<file path="config.mk">
export PLATFORM = sky130hd
export DESIGN_NAME = cpu_ex
export DESIGN_NICKNAME = d
export VERILOG_FILES = /design/src/logic/cpu_types_pkg.sv /design/src/logic/alu.sv /design/src/logic/cpu_ex.sv
export VERILOG_INCLUDE_DIRS = /design/src /design/src/logic
export SDC_FILE = /design/constraint.sdc
export NUM_CORES = 1
export LEC_CHECK = 0
export BUFFER_PORTS_ARGS = -buffer_cell sky130_fd_sc_hd__clkbuf_2
export CAP_MARGIN = 20
export CORE_MARGIN = 2
export CORE_UTILIZATION = 40
export DETAILED_ROUTE_END_ITERATION = 8
export PLACE_DENSITY_LB_ADDON = 0.1
export RECOVER_POWER = 50
export SLEW_MARGIN = 10
export SYNTH_ARGS = -nofsm -noshare
export SYNTH_HDL_FRONTEND = slang
export SYNTH_HIERARCHICAL = 1
export SYNTH_SLANG_ARGS = --single-unit
</file>
<file path="constraint.sdc">
create_clock -name clk_i -period 6.8 [get_ports clk_i]
set_clock_uncertainty 0.1 [all_clocks]
set_input_delay 1.02 -clock clk_i [delete_from_list [all_inputs] [get_ports clk_i]]
set_output_delay 1.02 -clock clk_i [all_outputs]
set_load 0.01 [all_outputs]
</file>
<file path="src/logic/cpu_macros.svh">
`ifndef CPU_MACROS_SVH
`define CPU_MACROS_SVH

// pc of an empty pipeline slot
`define NOP_PC 32'hffff_ffff

// addi x0, x0, 0
`define NOP_IR 32'h0000_0013

// data memory word address width
`define DMEM_ADDR_BITS 8
`define DMEM_WORDS (1 << `DMEM_ADDR_BITS)

`endif

</file>
<file path="src/logic/cpu_types_pkg.sv">
package cpu_types_pkg;

    typedef logic [31:0] word_t;     // one data word
    typedef logic [4:0]  regaddr_t;  // register index

    // encodings also used by the test data file
    typedef enum logic [3:0] {
        ALU_ADD  = 4'd0,
        ALU_SUB  = 4'd1,
        ALU_AND  = 4'd2,
        ALU_OR   = 4'd3,
        ALU_XOR  = 4'd4,
        ALU_SLL  = 4'd5,
        ALU_SRL  = 4'd6,
        ALU_SRA  = 4'd7,
        ALU_SLT  = 4'd8,
        ALU_SLTU = 4'd9
    } alu_mode_t;

    typedef enum logic [1:0] {
        MA_NONE  = 2'd0,
        MA_LOAD  = 2'd1,
        MA_STORE = 2'd2
    } ma_mode_t;

    typedef enum logic [2:0] {
        MA_BYTE   = 3'd0,
        MA_HALF   = 3'd1,
        MA_WORD   = 3'd2,
        MA_BYTE_U = 3'd3,
        MA_HALF_U = 3'd4
    } ma_size_t;

    typedef enum logic [1:0] {
        WB_SRC_ALU  = 2'd0,
        WB_SRC_MEM  = 2'd1,
        WB_SRC_DATA = 2'd2    // link value or upper immediate
    } wb_src_t;

    // decoded operation entering execute
    typedef struct packed {
        word_t     pc;
        word_t     ir;
        word_t     alu_op1;
        word_t     alu_op2;
        alu_mode_t alu_mode;
        ma_mode_t  ma_mode;
        ma_size_t  ma_size;
        word_t     ma_data;      // store data
        wb_src_t   wb_src;
        word_t     wb_data;
        logic      wb_valid;
    } ex_op_t;

    // EX/MA pipeline register
    typedef struct packed {
        word_t     pc;
        word_t     ir;
        word_t     ma_addr;      // alu result
        ma_mode_t  ma_mode;
        ma_size_t  ma_size;
        word_t     ma_data;
        wb_src_t   wb_src;
        word_t     wb_data;      // alu result or supplied value
        logic      wb_valid;
    } ma_op_t;

    typedef struct packed {
        word_t     pc;
        regaddr_t  rd;
        word_t     data;
        logic      we;           // low for stores
    } retire_t;

endpackage

</file>
<file path="src/logic/alu.sv">
`timescale 1ns/100ps

module alu (
    input  cpu_types_pkg::alu_mode_t alu_mode_i,
    input  cpu_types_pkg::word_t     alu_op1_i,
    input  cpu_types_pkg::word_t     alu_op2_i,
    output cpu_types_pkg::word_t     alu_result_o
);

    logic [4:0] shamt;

    assign shamt = alu_op2_i[4:0];   // rv32 shift amount

    always_comb begin
        case (alu_mode_i)
            cpu_types_pkg::ALU_ADD:  alu_result_o = alu_op1_i + alu_op2_i;
            cpu_types_pkg::ALU_SUB:  alu_result_o = alu_op1_i - alu_op2_i;
            cpu_types_pkg::ALU_AND:  alu_result_o = alu_op1_i & alu_op2_i;
            cpu_types_pkg::ALU_OR:   alu_result_o = alu_op1_i | alu_op2_i;
            cpu_types_pkg::ALU_XOR:  alu_result_o = alu_op1_i ^ alu_op2_i;
            cpu_types_pkg::ALU_SLL:  alu_result_o = alu_op1_i << shamt;
            cpu_types_pkg::ALU_SRL:  alu_result_o = alu_op1_i >> shamt;
            cpu_types_pkg::ALU_SRA: begin
                alu_result_o = $signed(alu_op1_i) >>> shamt;    // keeps sign bit
            end
            cpu_types_pkg::ALU_SLT: begin
                alu_result_o = {31'b0, $signed(alu_op1_i) < $signed(alu_op2_i)};
            end
            cpu_types_pkg::ALU_SLTU: begin
                alu_result_o = {31'b0, alu_op1_i < alu_op2_i};
            end
            default: alu_result_o = '0;
        endcase
    end

endmodule

</file>
<file path="src/logic/cpu_ex.sv">
`timescale 1ns/100ps
`include "cpu_macros.svh"

module cpu_ex (
    input  logic                  clk_i,
    input  logic                  reset_i,
    input  cpu_types_pkg::ex_op_t op_i,
    input  logic                  op_valid_i,
    input  logic                  stall_i,     // MA still waiting on the bus
    output cpu_types_pkg::ma_op_t ma_op_o
);

    localparam cpu_types_pkg::ma_op_t ma_empty = '{
        pc:       `NOP_PC,
        ir:       `NOP_IR,
        ma_addr:  '0,
        ma_mode:  cpu_types_pkg::MA_NONE,
        ma_size:  cpu_types_pkg::MA_WORD,
        ma_data:  '0,
        wb_src:   cpu_types_pkg::WB_SRC_ALU,
        wb_data:  '0,
        wb_valid: 1'b0
    };

    cpu_types_pkg::word_t  alu_result;
    cpu_types_pkg::ma_op_t ma_next;

    alu alu_i (
        .alu_mode_i   (op_i.alu_mode),
        .alu_op1_i    (op_i.alu_op1),
        .alu_op2_i    (op_i.alu_op2),
        .alu_result_o (alu_result)
    );

    always_comb begin
        ma_next.pc       = op_i.pc;
        ma_next.ir       = op_i.ir;
        ma_next.ma_addr  = alu_result;      // address for loads and stores
        ma_next.ma_mode  = op_i.ma_mode;
        ma_next.ma_size  = op_i.ma_size;
        ma_next.ma_data  = op_i.ma_data;
        ma_next.wb_src   = op_i.wb_src;
        ma_next.wb_data  = (op_i.wb_src == cpu_types_pkg::WB_SRC_ALU) ? alu_result
                                                                       : op_i.wb_data;
        ma_next.wb_valid = op_i.wb_valid;
    end

    always_ff @(posedge clk_i) begin
        if (reset_i) begin
            ma_op_o <= ma_empty;
        end else if (!stall_i) begin
            if (op_valid_i) begin
                ma_op_o <= ma_next;
            end else begin
                ma_op_o <= ma_empty;        // bubble
            end
        end
    end

endmodule

</file>
* Word-level counts from Yosys, hierarchy flattened *
Index checks and enable logic that the tools add are counted.

word-level totals
  output and inout bits = 168
  bits in registers = 168
  input port bits = 208
  logic and storage cells = 33

cells by class
  order comparisons = 2
  shifts and indexed selects = 3
  bitwise gates (word level) = 3
  $add $sub $neg = 2
  mux-type cells = 3
  reductions and logical operators = 2
  equality and inequality tests = 9

operators with widths
  kind                  count
  $pmux W32 S10         1
  $mux W168             1
  $lt A32 B32 Y1        2
  $add A32 B32 Y32      1
  $and A32 B32 Y32      1
  $mux W32              1
  $or A32 B32 Y32       1
  $shl A32 B5 Y32       1
  $shr A32 B5 Y32       1
  $sshr A32 B5 Y32      1
  $sub A32 B32 Y32      1
  $xor A32 B32 Y32      1
  $eq A4 B3 Y1 const B  4
  $eq A4 B2 Y1 const B  2
  $eq A4 B4 Y1 const B  2
  $eq A4 B1 Y1 const B  1
  $logic_not A4 Y1      1
  $logic_not A2 Y1      1

* Logic depth before layout (Yosys ltp) *
  depth in word-level cells = 4
  depth in mapped cells = 18
  mapped depth without buffers = 15

* Cells and area by module *
Netlist, hierarchy kept.

by module, submodules not included
  module  area each (µm²)  cells each  times used  seq. area each (µm²)
  alu     8,052.7          1,180       1           0.0
  cpu_ex  5,841.9          597         1           3,363.2

* Worst setup path before layout *
No wires, ideal clock.

  kind = input -> register
  from = input port op_i[78] in the netlist's numbering
  to = register ma_op_o[30] in the netlist's numbering
  arrival = 4.311 ns
  stages on the path = 17
  data required time = 6.580 ns
  slack = 2.269 ns
  setup time = 0.120 ns
  path buffers = 3
  cell sequence = inv_1 > buf_2 > buf_1 > buf_1 > ha_1 > nand3_1 > o211ai_1 > nor4b_1 > nor3_1 > o211a_1 > o21a_1 > o21ai_0 > a2111oi_2 > o41a_1 > o22ai_1 > mux2i_1 > o21ai_1

between the ends
  cells in the longest elaborated chain, start to end = 4
  elaborated cells between the ends (all ways) = 8
  classes of those cells = add/sub (2); shift (3); mux (3)

ends and longest elaborated chain
  item                                      line          text
  start: declaration                        cpu_ex.sv:7   input cpu_types_pkg::ex_op_t op_i,
  $sub A32 B32 Y32 (tied with other cells)  alu.sv:17     cpu_types_pkg::ALU_SUB: alu_result_o = alu_op1_i - alu_op2_i;
  $pmux W32 S10 *                           alu.sv:15     case (alu_mode_i)
  named net alu_result[29]                  cpu_ex.sv:25  cpu_types_pkg::word_t alu_result;
  $mux W32 *                                cpu_ex.sv:43  ma_next.wb_data = (op_i.wb_src == cpu_types_pkg::WB_SRC_ALU) ? alu_result
  $mux W168 *                               cpu_ex.sv:52  if (op_valid_i) begin
  end signal: assignment                    cpu_ex.sv:50  ma_op_o <= ma_empty;
  end signal: assignment                    cpu_ex.sv:53  ma_op_o <= ma_next;
  end signal: assignment                    cpu_ex.sv:55  ma_op_o <= ma_empty;
  end: declaration                          cpu_ex.sv:10  output cpu_types_pkg::ma_op_t ma_op_o

Mark *: on every way through the listed nets, which the timed path passes. The rest lies on a longest branch.
A chain may end at the register's enable or synchronous reset.

* Worst setup path after layout *
  from = input port op_i[80] in the netlist's numbering
  to = register ma_op_o[1] in the netlist's numbering

between the ends
  cells in the longest elaborated chain, start to end = 4
  elaborated cells between the ends (all ways) = 8
  classes of those cells = order compare (2); shift (3); mux (3)

ends and longest elaborated chain
  item                                    line          text
  $lt A32 B32 Y1 (tied with other cells)  alu.sv:30     alu_result_o = {31'b0, alu_op1_i < alu_op2_i};
  $pmux W32 S10 *                         alu.sv:15
  named net alu_result[0]                 cpu_ex.sv:25
  $mux W32 *                              cpu_ex.sv:43
  $mux W168 *                             cpu_ex.sv:52

Marks and branches as above.

==> metrics <==
sequential fraction of the synthesis area=24.2%; f_max=208 MHz; min Tclk post-route=4.82 ns; clock network power share=33.3%; critical-path maximum fanout=10; CP Launch Point=op_i[80]; DR top layer=met5; worst path cell trace=clkbuf_2, clkinv_1, ha_1, nor2b_1, o21bai_1, a31oi_1, o21ai_0, nand2_1, a221oi_2, o211ai_1, a21oi_1, nor2_1, o41ai_1, mux2i_1, o21ai_0; Comb power frac=31.8%; Netlist Area Pre-Place=13900 sq um; post-place setup slack=~1.7 ns; initial drt markers=1214; Largest Register=ma_op_o; initial antenna violation count=6; hold crit path type=register to register; Top Registers=ma_op_o: 168 flops; IO buf count=375; final hold vios=0; switch share=roughly 37%; root buffer cell=clkbuf_16; Max-Cap Viols=0; outcome=finished clean; RSZ-0062 raised after global routing=false; Slew Limit Fails=0; remaining global-route overflow=0; DR WL met2=27.8 mm; largest net degree at the start of global routing=96; max FFs per register=168; sw power=between 1 and 1.5 mW; final setup margin=1.98 ns; fraction of layout cells with a size suffix above 1=15.8%; Crit Path Category=input port to register; CP max stage cell=ha_1; # nets final=2355; crit path capture type=register; hold path depth=2; clock tree buffer depth=2; worst-skew pair later-pin latency=0.43 ns; DR vias/cell=5.93; met1 wire length=25.9 mm; r2r worst-path depth=2; overall routing resource usage=31.5%; CTS Hold Buffers Added=0; Slew @ Worst Pin=1.10 ns; total iterations of the first detailed-routing run=6; Distinct cells, synth=between 70 and 80; die width=between 150 and 200 microns; WP data required=7.05 ns; GPL Wtd Cong=0.960; CTS tree=yes; CTS Sinks=168; total number of vias=14900; worst hold start=ma_op_o[5]; remaining antenna violation count=0; leakage power=6.82 nW; number of flops mapped to enable cells by yosys=0; most used cell along the critical path=o21ai_0; H-tree depth=4; setup violators final=0; Area Overhead vs Synth=17.0%; Detailed Place HPWL=about 46 mm; WL/cell=around 24 microns; Setup Buffers After CTS=0; vias in the first global route=14000; DRC=0; Yosys top cell area share=24.2%; Clk pin slew, worst setup/hold paths=0.07 ns; main flop type after synthesis=dfxtp_1; cell row count=between 60 and 70; post-cts sizing count=0; YS warnings=6; area leader, netlist=dfxtp_1; Die Area=36200 sq um; worst vdd ir=around 0.16 mV; Final period util=70.8%; Net Count, Synth=2085; met3 routed WL=4.36 mm; WL final=59.6 mm; global-route wire length before repair=87.0 mm; async set-reset flop share out of synthesis=0%; IO Pins=around 380; worst flop-to-flop path startpoint=ma_op_o[165]; top cells by area, synth=dfxtp_1, ha_1, nor2_1; Slew headroom=between 20% and 30%; Cell Pwr Density=184 nW/um^2; Post-Syn Instances=around 1800; WP data arrival=5.07 ns; core area=34400 sq um; syn_area_per_cell=7.82 sq um; setup_tns=0 ns; Cell Int Power=1.89 mW; total CTS buffers=17; Synth Register Bits=about 170; startpoint types=input port; Initial Utilization=40.4%; CP max stage delay=0.65 ns; Seq pwr share=around a third; Die Y=190 microns
-- placed cells by master (no fill, tap or decap), types with 79 or more instances in the layout --
cell type | netlist | routed
a21oi_1 | 114 | 114
a22oi_1 | 101 | 101
clkbuf_1 | 65 | 168
clkbuf_2 | 4 | 204
dfxtp_1 | 168 | 168
ha_1 | 98 | 98
inv_1 | 88 | 87
mux2i_1 | 79 | 79
nand2_1 | 140 | 140
nor2_1 | 256 | 256
o21ai_0 | 100 | 100
-- worst max-delay path: cells and delay by family --
family	cells	cell delay, ns
compound gates	8	2.43
fa+ha+maj	1	0.65
buf+inv	2	0.44
simple gates	3	0.39
mux	1	0.13
-- per-stage QoR --
step / area [sq um] / power [mW] / hold slack (ns) / instances / util [%]
after floorplan: 13900 / 1.66 / 0.373 / 1777 / -
after global placement: 15900 / 2.00 / 0.334 / 2483 / 46.1
after detailed placement: 15900 / 2.00 / 0.343 / 2483 / 46.1
after CTS: 16500 / 3.00 / 0.354 / 2515 / 47.9
after global routing: 16300 / 3.12 / 0.370 / 2519 / 47.3
final: 16300 / 2.99 / 0.350 / 2519 / 47.3
-- synthesized netlist by cell type, drive strengths merged (8+ instances only) --
cell and number:
a211oi 33, a21o 12, a21oi 114, a221oi 22, a22oi 101, a31oi 13, and3 8, buf 79
clkbuf 69, dfxtp 168, ha 98, inv 89, mux2i 79, mux4 45, nand2 140, nand2b 43
nand3 18, nor2 257, nor2b 13, nor3 27, nor4 10, o211ai 23, o21ai 134, o21bai 13
o221ai 13, o22ai 41, o31ai 8, or3 9, xnor2 19
-- metal layers --
| layer | vias to the layer above | global-route usage (%) |
|---|---|---|
| li1 | 6994 | - |
| met1 | 7266 | 41.8 |
| met2 | 591 | 52.0 |
| met3 | 78 | 5.24 |
| met4 | 2 | 10.4 |
| met5 | - | 0 |
-- final timing paths --
| path | endpoint | slack [ns] |
|---|---|---|
| max | ma_op_o[1] | 1.98 |
| min | ma_op_o[5] | 0.35 |
| max reg2reg | ma_op_o[165] | 5.96 |
| min reg2reg | ma_op_o[5] | 0.35 |
-- kinds of logic (layout without fill, tap and decap cells) --
| kind of cell | after synthesis | in the layout | share of synthesized area (%) |
|---|---|---|---|
| other cells | 0 | 4 | 0 |
| xor+xnor | 25 | 25 | 1.58 |
| simple gates | 545 | 545 | 17.1 |
| buf+inv | 239 | 522 | 7.54 |
| mux | 130 | 130 | 13.7 |
| flops | 168 | 168 | 24.2 |
| fa+ha+maj | 100 | 100 | 9.11 |
| compound gates | 570 | 570 | 26.8 |
-- power by group through the flow --
stage / sequential, mW / clock, mW / combinational [mW]
3_3_place_gp: 1.06 / 0 / 0.936
3_5_place_dp: 1.07 / 0 / 0.937
2_1_floorplan: 1.08 / 0 / 0.579
5_1_grt: 1.05 / 1.05 / 1.02
4_1_cts: 1.04 / 1.02 / 0.940
6_report: 1.04 / 0.996 / 0.950
-- cell type report --
cell class	count	area [sq um]
Timing Repair Buffer	399	1850
Inverter	91	342
Multi-Input combinational cell	1370	9510
Fill cell	3641	18100
Clock buffer	17	425
Sequential cell	168	3360
Clock inverter	15	176
Antenna cell	4	10.0
Tap cell	455	569
Power figures use the tool's default switching activity.
