$ cat config.mk
export PLATFORM = sky130hd
export DESIGN_NAME = cpu_ma
export DESIGN_NICKNAME = d
export VERILOG_FILES = /design/src/logic/cpu_types_pkg.sv /design/src/logic/wb_bus_pkg.sv /design/src/logic/cpu_ma.sv
export VERILOG_INCLUDE_DIRS = /design/src /design/src/logic
export SDC_FILE = /design/constraint.sdc
export NUM_CORES = 1
export LEC_CHECK = 0
export ABC_AREA = 0
export BUFFER_PORTS_ARGS = -buffer_cell sky130_fd_sc_hd__buf_4
export CORE_AREA = 2 2 132 134
export CTS_CLUSTER_DIAMETER = 200
export DETAILED_ROUTE_END_ITERATION = 8
export DIE_AREA = 0 0 134 136
export GPL_TIMING_DRIVEN = 0
export SLEW_MARGIN = 15
export SYNTH_ARGS = -nofsm -noshare
export SYNTH_HDL_FRONTEND = slang
export SYNTH_SLANG_ARGS = --single-unit
$ cat constraint.sdc
create_clock -name clk_i -period 6.45 [get_ports clk_i]
set_clock_uncertainty 0.1 [all_clocks]
set_input_delay 0.645 -clock clk_i [delete_from_list [all_inputs] [get_ports clk_i]]
set_output_delay 0.645 -clock clk_i [all_outputs]
set_load 0.03 [all_outputs]
$ cat src/logic/cpu_macros.svh
`ifndef CPU_MACROS_SVH
`define CPU_MACROS_SVH

// pc of an empty pipeline slot
`define NOP_PC 32'hffff_ffff

// addi x0, x0, 0
`define NOP_IR 32'h0000_0013

// data memory word address width
`define DMEM_ADDR_BITS 8
`define DMEM_WORDS (1 << `DMEM_ADDR_BITS)

`endif

$ cat src/logic/cpu_types_pkg.sv
package cpu_types_pkg;

    typedef logic [31:0] word_t;     // one data word
    typedef logic [4:0]  regaddr_t;  // register index

    // encodings also used by the test data file
    typedef enum logic [3:0] {
        ALU_ADD  = 4'd0,
        ALU_SUB  = 4'd1,
        ALU_AND  = 4'd2,
        ALU_OR   = 4'd3,
        ALU_XOR  = 4'd4,
        ALU_SLL  = 4'd5,
        ALU_SRL  = 4'd6,
        ALU_SRA  = 4'd7,
        ALU_SLT  = 4'd8,
        ALU_SLTU = 4'd9
    } alu_mode_t;

    typedef enum logic [1:0] {
        MA_NONE  = 2'd0,
        MA_LOAD  = 2'd1,
        MA_STORE = 2'd2
    } ma_mode_t;

    typedef enum logic [2:0] {
        MA_BYTE   = 3'd0,
        MA_HALF   = 3'd1,
        MA_WORD   = 3'd2,
        MA_BYTE_U = 3'd3,
        MA_HALF_U = 3'd4
    } ma_size_t;

    typedef enum logic [1:0] {
        WB_SRC_ALU  = 2'd0,
        WB_SRC_MEM  = 2'd1,
        WB_SRC_DATA = 2'd2    // link value or upper immediate
    } wb_src_t;

    // decoded operation entering execute
    typedef struct packed {
        word_t     pc;
        word_t     ir;
        word_t     alu_op1;
        word_t     alu_op2;
        alu_mode_t alu_mode;
        ma_mode_t  ma_mode;
        ma_size_t  ma_size;
        word_t     ma_data;      // store data
        wb_src_t   wb_src;
        word_t     wb_data;
        logic      wb_valid;
    } ex_op_t;

    // EX/MA pipeline register
    typedef struct packed {
        word_t     pc;
        word_t     ir;
        word_t     ma_addr;      // alu result
        ma_mode_t  ma_mode;
        ma_size_t  ma_size;
        word_t     ma_data;
        wb_src_t   wb_src;
        word_t     wb_data;      // alu result or supplied value
        logic      wb_valid;
    } ma_op_t;

    typedef struct packed {
        word_t     pc;
        regaddr_t  rd;
        word_t     data;
        logic      we;           // low for stores
    } retire_t;

endpackage

$ cat src/logic/wb_bus_pkg.sv
package wb_bus_pkg;

    typedef logic [31:0] wb_data_t;
    typedef logic [31:0] wb_addr_t;
    typedef logic [3:0]  wb_sel_t;   // one bit per byte lane

    // master to slave request
    typedef struct packed {
        logic     cyc;
        logic     stb;
        logic     we;
        wb_addr_t adr;       // byte address
        wb_sel_t  sel;
        wb_data_t dat;       // write data
    } wb_req_t;

    // slave to master
    typedef struct packed {
        logic     ack;
        wb_data_t dat;       // read data valid with ack
    } wb_rsp_t;

endpackage

$ cat src/logic/cpu_ma.sv
`timescale 1ns/100ps
`include "cpu_macros.svh"

module cpu_ma (
    input  logic                   clk_i,
    input  logic                   reset_i,
    input  cpu_types_pkg::ma_op_t  ma_op_i,
    output logic                   stall_o,
    output wb_bus_pkg::wb_req_t    bus_req_o,
    input  wb_bus_pkg::wb_rsp_t    bus_rsp_i,
    output cpu_types_pkg::retire_t retire_o,
    output logic                   retire_valid_o
);

    logic                   busy;         // slot holds a real instruction
    logic                   mem_access;
    logic [1:0]             lane;
    cpu_types_pkg::word_t   store_data;
    logic [3:0]             store_sel;
    cpu_types_pkg::word_t   shifted;
    cpu_types_pkg::word_t   load_data;
    cpu_types_pkg::retire_t retire_next;

    assign busy       = (ma_op_i.pc != `NOP_PC);
    assign mem_access = (ma_op_i.ma_mode != cpu_types_pkg::MA_NONE);
    assign lane       = ma_op_i.ma_addr[1:0];

    // the register only advances on ack, so a memory op here is always pending
    assign stall_o = mem_access && !bus_rsp_i.ack;

    always_comb begin
        case (ma_op_i.ma_size)
            cpu_types_pkg::MA_BYTE, cpu_types_pkg::MA_BYTE_U: begin
                store_sel  = 4'b0001 << lane;
                store_data = {4{ma_op_i.ma_data[7:0]}};
            end
            cpu_types_pkg::MA_HALF, cpu_types_pkg::MA_HALF_U: begin
                store_sel  = 4'b0011 << {lane[1], 1'b0};
                store_data = {2{ma_op_i.ma_data[15:0]}};
            end
            default: begin
                store_sel  = 4'b1111;
                store_data = ma_op_i.ma_data;
            end
        endcase
    end

    always_comb begin
        bus_req_o.cyc = mem_access;
        bus_req_o.stb = mem_access;
        bus_req_o.we  = (ma_op_i.ma_mode == cpu_types_pkg::MA_STORE);
        bus_req_o.adr = ma_op_i.ma_addr;
        bus_req_o.sel = store_sel;       // slave ignores sel on reads
        bus_req_o.dat = store_data;
    end

    assign shifted = bus_rsp_i.dat >> {lane, 3'b000};   // addressed lane to bit 0

    always_comb begin
        case (ma_op_i.ma_size)
            cpu_types_pkg::MA_BYTE:   load_data = {{24{shifted[7]}}, shifted[7:0]};
            cpu_types_pkg::MA_BYTE_U: load_data = {24'b0, shifted[7:0]};
            cpu_types_pkg::MA_HALF:   load_data = {{16{shifted[15]}}, shifted[15:0]};
            cpu_types_pkg::MA_HALF_U: load_data = {16'b0, shifted[15:0]};
            default:                  load_data = bus_rsp_i.dat;
        endcase
    end

    always_comb begin
        retire_next.pc   = ma_op_i.pc;
        retire_next.rd   = ma_op_i.ir[11:7];
        retire_next.data = (ma_op_i.wb_src == cpu_types_pkg::WB_SRC_MEM) ? load_data
                                                                         : ma_op_i.wb_data;
        retire_next.we   = ma_op_i.wb_valid && (ma_op_i.ma_mode != cpu_types_pkg::MA_STORE);
    end

    always_ff @(posedge clk_i) begin
        if (reset_i) begin
            retire_valid_o <= 1'b0;
        end else begin
            retire_valid_o <= busy && !stall_o;   // one pulse per instruction
        end
    end

    always_ff @(posedge clk_i) begin
        if (busy && !stall_o) begin
            retire_o <= retire_next;
        end
    end

endmodule

Word-level counts from Yosys, hierarchy flattened
Index checks and enable logic that the tools add are counted.

Bits in writable memories: 0. Bits in registers: 71. Latch bits: 0. Input bits: 203. Memories kept: 0. Word-level logic and storage cells: 28. Output and inout bits: 143. Bits in read-only memories: 0.

Bitwise logic cells: 0. Magnitude comparators: 0. Shift operators: 3. Add/sub/neg operators: 0. $mul: 0. Multiplexer cells: 4. Reduce and logical (&&, ||, !) cells: 9. Divide/modulo/power cells: 0. Eq/ne operators: 7.

Operator list (number): one-hot mux 32 bit (4 select lines) (1); one-hot mux 32 bit (2 select lines) (1); 2-to-1 mux 32 bit (1); != test 32 bit (second input constant) (1); >> shifter 32 x 5 -> 16 bit (1); one-hot mux 4 bit (2 select lines) (1); OR reduction 2 bit (2); left shift 1 x 2 -> 4 bit (first input constant) (1); left shift 2 x 2 -> 4 bit (first input constant) (1); equality test 3 x 1 -> 1 bit (second input constant) (1); equality test 3 x 2 -> 1 bit (second input constant) (1); equality test 3 bit (second input constant) (1); logical AND 1 bit (3); zero test 3 bit (1); equality test 2 x 1 -> 1 bit (second input constant) (1); equality test 2 bit (second input constant) (1); zero test 1 bit (2); != test 2 bit (second input constant) (1); nonzero test 2 bit (1).

Logic depth before layout (Yosys ltp)
Gate-level depths: netlist of the first run.

Depth in word-level cells: 4. Gate-level depth with buffers: 7. Depth with buffers taken out: 4.

Worst setup path before layout of the first run
Ideal clock, no wire load.

Path type: input to register. From: input ma_op_i[70] (netlist bit). To: register retire_o[0] (netlist bit), enable pin. Data required time: 5.828 ns. Stages: 3. Path buffers: 0. Slack: 1.169 ns. Setup time: 0.522 ns. Arrival: 4.659 ns. Cells stage by stage: or2_2 > nor2b_1 > a21oi_1.

Longest elaborated chain between the ends: 4.

Ends and longest elaborated chain: start: declaration (RTL line cpu_ma.sv:7) `input cpu_types_pkg::ma_op_t ma_op_i,`; nonzero test 2 bit (RTL line cpu_ma.sv:25) `assign mem_access = (ma_op_i.ma_mode != cpu_types_pkg::MA_NONE);`; logical AND 1 bit (RTL line cpu_ma.sv:29) `assign stall_o = mem_access && !bus_rsp_i.ack;`; named net stall_o (RTL line cpu_ma.sv:8) `output logic stall_o,`; zero test 1 bit (RTL line cpu_ma.sv:86) `if (busy && !stall_o) begin`; logical AND 1 bit (RTL line cpu_ma.sv:86); end signal: assignment (RTL line cpu_ma.sv:87) `retire_o <= retire_next;`; end: declaration (RTL line cpu_ma.sv:11) `output cpu_types_pkg::retire_t retire_o,`.

The timed path passes the listed nets, and every way through them passes these cells. A chain may end at the register's enable or synchronous reset.

==> flow_metrics.env, run 1 <==
export IMPL_final_layout_size_suffix_gt1_share_pct=53.1
export IMPL_hpwl_um=15300
export IMPL_floorplan_die_height_um=136
export IMPL_worstSetupPathType="in -> out"
export IMPL_grt_pass1_vias=4670
export IMPL_endpoint="bus_req_o[24]"
export IMPL_worst_slack_ns=3.69
export IMPL_total_power_mw=1.63
export IMPL_cts_hold_buffers=0
export IMPL_synth_edf_count=70
export IMPL_drt_initial_drc_count=193
export IMPL_ys_types=43
export IMPL_endpoint_kind="output port"
export IMPL_antennaDiodeCount=0
export IMPL_p_leak_nw=3.23
export IMPL_cts_setup_buffers=0
export IMPL_post_route_min_period_ns=2.76
export IMPL_synth_flop_cell="edfxtp_1"
export IMPL_synth_async_reset_ratio_pct=0
export IMPL_synth_most_common_cell="edfxtp_1"
export IMPL_path_max_fanout=10
export IMPL_yosys_top_cells_count="70 x edfxtp_1, 63 x nand2_1, 46 x buf_4"
export IMPL_regArea_um2=2120
export IMPL_grt_start_max_net_pins=23
export IMPL_area_delta_synth_final_pct=64.0
export IMPL_cts_tree="built"
export IMPL_netlist_area_um2=4400
export IMPL_ir_drop_mv=0.132
export IMPL_start_util_pct=26.1
export IMPL_num_io_pins=346
export IMPL_globalplace_congestion=0.841
export IMPL_cts_sinks=71
export IMPL_fin_area_um2=7210
export IMPL_port_buffers=285
export IMPL_final_max_slew_viol_count=0
export IMPL_max_cap_violations=0
export IMPL_yosys_register_bits=71
export IMPL_coreArea_um2=16900
export IMPL_dieArea_um2=18200
export IMPL_ys_warn_count=0
export IMPL_dp_cells=944
export IMPL_required_ns=5.70
export IMPL_first_pass_iters=4
export IMPL_cts_buffers_inserted=9
export IMPL_cts_resized=0
export IMPL_synth_area_leaders="edfxtp_1 48%, buf_4 7.9%, nand2_1 5.4%"
export IMPL_drtAntennaViolNets=0
export IMPL_synth_top_cell_area_share_pct=47.8
export IMPL_crit_start="ma_op_i[69]"
export IMPL_clockBufferDepth=2
export IMPL_crit_arrival_ns=2.02
export IMPL_hp_class="in -> reg"
export IMPL_stdcell_count=960
export IMPL_synthesis_instances=431
export IMPL_rows=48
export IMPL_dpl_cell_area_um2=6910
export IMPL_start_kind="input port"
export IMPL_nets=933
export IMPL_multi_input_area_um2=1780
export IMPL_cts_root_buf="clkbuf_16"
export IMPL_power_density_nw_per_um2=227
export IMPL_setup_viol=0
export IMPL_hold_viol=0
export IMPL_tightestPinTransition_ns=0.633
export IMPL_via_count=4484
export IMPL_status="completed"
export IMPL_die_width_um=134
export IMPL_rsz0062_at_grt="no"
export IMPL_grt_use_total_pct=19.4
export IMPL_synthDominantAreaCellType="edfxtp_1"
export IMPL_antenna_found_initial=0
export IMPL_h_tree_depth=3
export IMPL_fin_setup_tns_ns=0
export IMPL_final_util_pct=42.7
export IMPL_max_freq_mhz=362
export IMPL_fin_crit_sh_pct=42.8
export IMPL_synth_nets=634
export IMPL_wl_per_cell_um=19.4
export IMPL_vias_per_cell=4.67
export IMPL_route_detailed_drc=0
export IMPL_place_ws_ns=3.69
export IMPL_yosysSeqAreaShare_pct=48.3
export IMPL_cts_clk_slew_worst_paths_ns=0.06
export IMPL_n_fill_cell=1691
export IMPL_synth_area_per_cell_um2=10.2
export IMPL_grt_pass1_wl_um=26300
export IMPL_finalWirelength_um=18600
export IMPL_holdWs_ns=0.360
export IMPL_maxSlewHeadroom_pct=57.4
export IMPL_overflow=0
per-layer routing:
metal | share of wire (%) | track usage (%)
met5 | 0 | 0
met4 | 1.3 | 5.50
met3 | 11 | 7.08
met2 | 53 | 37.9
met1 | 34 | 19.0
how the worst min path moves through the flow:
stage / cells past startpoint / from / end
4_1_cts: 2 / reset_i / retire_valid_o
6_report: 2 / reset_i / retire_valid_o
3_3_place_gp: 2 / reset_i / retire_valid_o
5_1_grt: 2 / reset_i / retire_valid_o
3_5_place_dp: 2 / reset_i / retire_valid_o
2_1_floorplan: 1 / reset_i / retire_valid_o
placed cells by master, fill, tap and decap left out, types with 3 or more instances in the layout:
master      instances
buf_4             331
edfxtp_1           70
nand2_1            63
nand3_1            32
nor2_1             27
a21oi_1            26
o21ai_0            19
mux2i_1            15
o2bb2ai_1          14
clkbuf_1           12
o22ai_1             9
clkbuf_16           9
mux2_2              8
buf_2               8
o21bai_1            8
a22o_1              8
nor2b_1             8
nand4_1             8
or3_1               7
a221oi_1            7
buf_6               6
mux2i_2             3
clkinvlp_4          3
buf_16              3
power breakdown:
group	switching, mW	internal (mW)	total [mW]
Sequential	0.0152	0.566	0.581
Clock	0.196	0.301	0.497
Combinational	0.325	0.230	0.556
layout make-up:
type | instances | share of cell area [%]
well taps | 225 | 3.90
flip-flops and latches | 71 | 29.4
clock inverters | 6 | 0.972
plain buffers | 71 | 6.85
repair buffers | 288 | 30.8
clock buffers | 10 | 3.18
inverters | 4 | 0.208
multi-input cells | 285 | 24.6
critical path: stages:
cell and delay (ns):
buf_4 0.13, buf_4 0.17, inv_2 0.13, buf_2 0.25, o22ai_1 0.12, a22o_1 0.24
a21oi_1 0.14, buf_4 0.19
registers in the layout, indices dropped and copies added, names as in the netlist:
name,count
retire_o,70
retire_valid_o,1
logic make-up (layout without fill, tap and decap cells):
kind of cell | after synthesis | in the layout | synth area share [%]
buffers and inverters | 75 | 379 | 11.6
AND/OR/NAND/NOR | 156 | 156 | 16.5
flip-flops | 71 | 71 | 48.3
multiplexers | 27 | 27 | 6.92
AO/OA/AOI/OAI | 102 | 102 | 16.7
(Power assumes the default switching activity.)
==> run 2, diff against run 1 <==
--- a/config.mk
+++ b/config.mk
@@ -8,10 +8,10 @@
 export LEC_CHECK = 0
 export ABC_AREA = 0
 export BUFFER_PORTS_ARGS = -buffer_cell sky130_fd_sc_hd__buf_4
-export CORE_AREA = 2 2 132 134
+export CORE_AREA = 2 2 135 137
 export CTS_CLUSTER_DIAMETER = 200
 export DETAILED_ROUTE_END_ITERATION = 8
-export DIE_AREA = 0 0 134 136
+export DIE_AREA = 0 0 137 139
 export GPL_TIMING_DRIVEN = 0
 export SLEW_MARGIN = 15
 export SYNTH_ARGS = -nofsm -noshare
==> constraint.sdc (replaced) <==
create_clock -name clk_i -period 2.25 [get_ports clk_i]
set_clock_uncertainty 0.1 [all_clocks]
set_input_delay 0.225 -clock clk_i [delete_from_list [all_inputs] [get_ports clk_i]]
set_output_delay 0.225 -clock clk_i [all_outputs]
set_load 0.03 [all_outputs]
==> flow_metrics.env, run 2 (same netlist as run 1, synthesis figures left out) <==
export IMPL_area_delta_synth_final_pct=73.1
export IMPL_final_max_slew_viol_count=0
export IMPL_finalWirelength_um=19700
export IMPL_cts_clk_slew_worst_paths_ns=0.06
export IMPL_final_layout_size_suffix_gt1_share_pct=50.7
export IMPL_grt_pass1_wl_um=27400
export IMPL_clkPwrFrac_pct=29.8
export IMPL_max_cap_violations=0
export IMPL_required_ns=2.17
export IMPL_setup_viol=0
export IMPL_mostFrequentLayoutCell="buf_4"
export IMPL_fin_crit_sh_pct=95.4
export IMPL_reg_top3="retire_o x70, retire_valid_o x1"
export IMPL_drt_initial_drc_count=189
export IMPL_drtAntennaViolNets=0
export IMPL_start_util_pct=24.9
export IMPL_seq_power_share_pct=35.2
export IMPL_coreArea_um2=17700
export IMPL_globalplace_congestion=0.847
export IMPL_cts_setup_buffers=0
export IMPL_nets=971
export IMPL_path_max_fanout=21
export IMPL_n_fill_cell=1718
export IMPL_max_freq_mhz=466
export IMPL_cts_root_buf="clkbuf_16"
export IMPL_grt_pass1_vias=4774
export IMPL_rows=49
export IMPL_fin_setup_tns_ns=0
export IMPL_endpoint_kind="flip-flop"
export IMPL_antennaDiodeCount=0
export IMPL_tightestPinTransition_ns=0.650
export IMPL_layout_common_cells="331 x buf_4, 70 x edfxtp_1, 63 x nand2_1"
export IMPL_antenna_found_initial=0
export IMPL_ir_drop_mv=0.361
export IMPL_status="completed"
export IMPL_hp_class="in -> reg"
export IMPL_hpwl_um=16000
export IMPL_worstSetupPathType="in -> reg"
export IMPL_grt_start_max_net_pins=22
export IMPL_h_tree_depth=3
export IMPL_post_route_min_period_ns=2.15
export IMPL_largest_reg_flops=70
export IMPL_cts_buffers_inserted=9
export IMPL_floorplan_die_height_um=139
export IMPL_share_comb_of_total_power_pct=35.0
export IMPL_num_io_pins=346
export IMPL_first_pass_iters=7
export IMPL_place_ws_ns=0.0494
export IMPL_route_detailed_drc=0
export IMPL_hold_viol=0
export IMPL_power_density_nw_per_um2=623
export IMPL_clockBufferDepth=2
export IMPL_switching_share_pct=32.7
export IMPL_cts_sinks=71
export IMPL_start_kind="input port"
export IMPL_dieArea_um2=19000
export IMPL_regArea_um2=2120
export IMPL_wl_per_cell_um=19.6
export IMPL_overflow=0
export IMPL_multi_input_area_um2=1790
export IMPL_cts_tree="built"
export IMPL_vias_per_cell=4.68
export IMPL_crit_arrival_ns=2.07
export IMPL_maxSlewHeadroom_pct=56.3
export IMPL_final_util_pct=43.1
export IMPL_rsz0062_at_grt="no"
export IMPL_worst_slack_ns=0.104
export IMPL_p_leak_nw=3.39
export IMPL_die_width_um=137
export IMPL_via_count=4687
export IMPL_top_register="retire_o"
export IMPL_grt_use_total_pct=19.4
export IMPL_switchingPower_mw=1.55
export IMPL_port_buffers=285
export IMPL_cell_internal_pwr_mw=3.19
## run 2: changes by cell type in the layout (fill, tap and decap cells not counted), sizes merged
cell | before | now
dlygate4sd3 | 0 | 38
## run 2: power by group through the flow
stage | Clock (mW) | Sequential (mW) | Combinational [mW]
4_1_cts | 1.44 | 1.67 | 1.67
6_report | 1.41 | 1.67 | 1.66
3_3_place_gp | 0 | 1.70 | 1.58
3_5_place_dp | 0 | 1.70 | 1.61
2_1_floorplan | 0 | 1.99 | 0.583
5_1_grt | 1.51 | 1.68 | 1.75
## run 2: critical path: stages
cell and delay (ns):
dlygate4sd3_1 0.56, buf_4 0.15, nand4_1 0.10, nor4_2 0.07, a21oi_4 0.52, buf_16 0.24, buf_16 0.18
## run 2: per-stage QoR
step	instance area, um^2	total power, mW	instances	hold WS, ns
6_report	7610	4.74	1002	0.0894
5_1_grt	7610	4.94	1002	0.0849
4_1_cts	7610	4.78	1002	0.0772
3_5_place_dp	6930	3.31	948	0.285
3_3_place_gp	6840	3.28	945	0.281
2_1_floorplan	4420	2.57	431	0.197
## run 2: metal layers
metal,global-route usage [%],share of wire (%),vias to the layer above
met1,18.6,34,2186
li1,-,-,2223
met5,0,0,-
met4,6.08,2.2,0
met2,37.7,53,253
met3,6.87,11,25
## run 2: cell type report
cell class / instances / area share [%]
buffer: 71 / 6.49
clock buffer: 10 / 3.01
clock inverter: 6 / 0.920
inverter: 4 / 0.197
multi-input combinational: 285 / 23.6
sequential: 71 / 27.9
tap: 229 / 3.76
timing repair buffer: 326 / 34.2
## run 2: worst paths after layout
kind                startpoint           end  slack, ns  cells after the start
setup / recovery  ma_op_i[149]  retire_o[24]       0.10                      7
hold / removal     ma_op_i[21]  retire_o[21]       0.09                      3
## run 2: what timing repair did
item                       4_1_cts  5_1_grt
hold endpoints to repair        38        0
hold buffers                    38        0
setup endpoints to repair        0       21
gates resized for setup          0        1
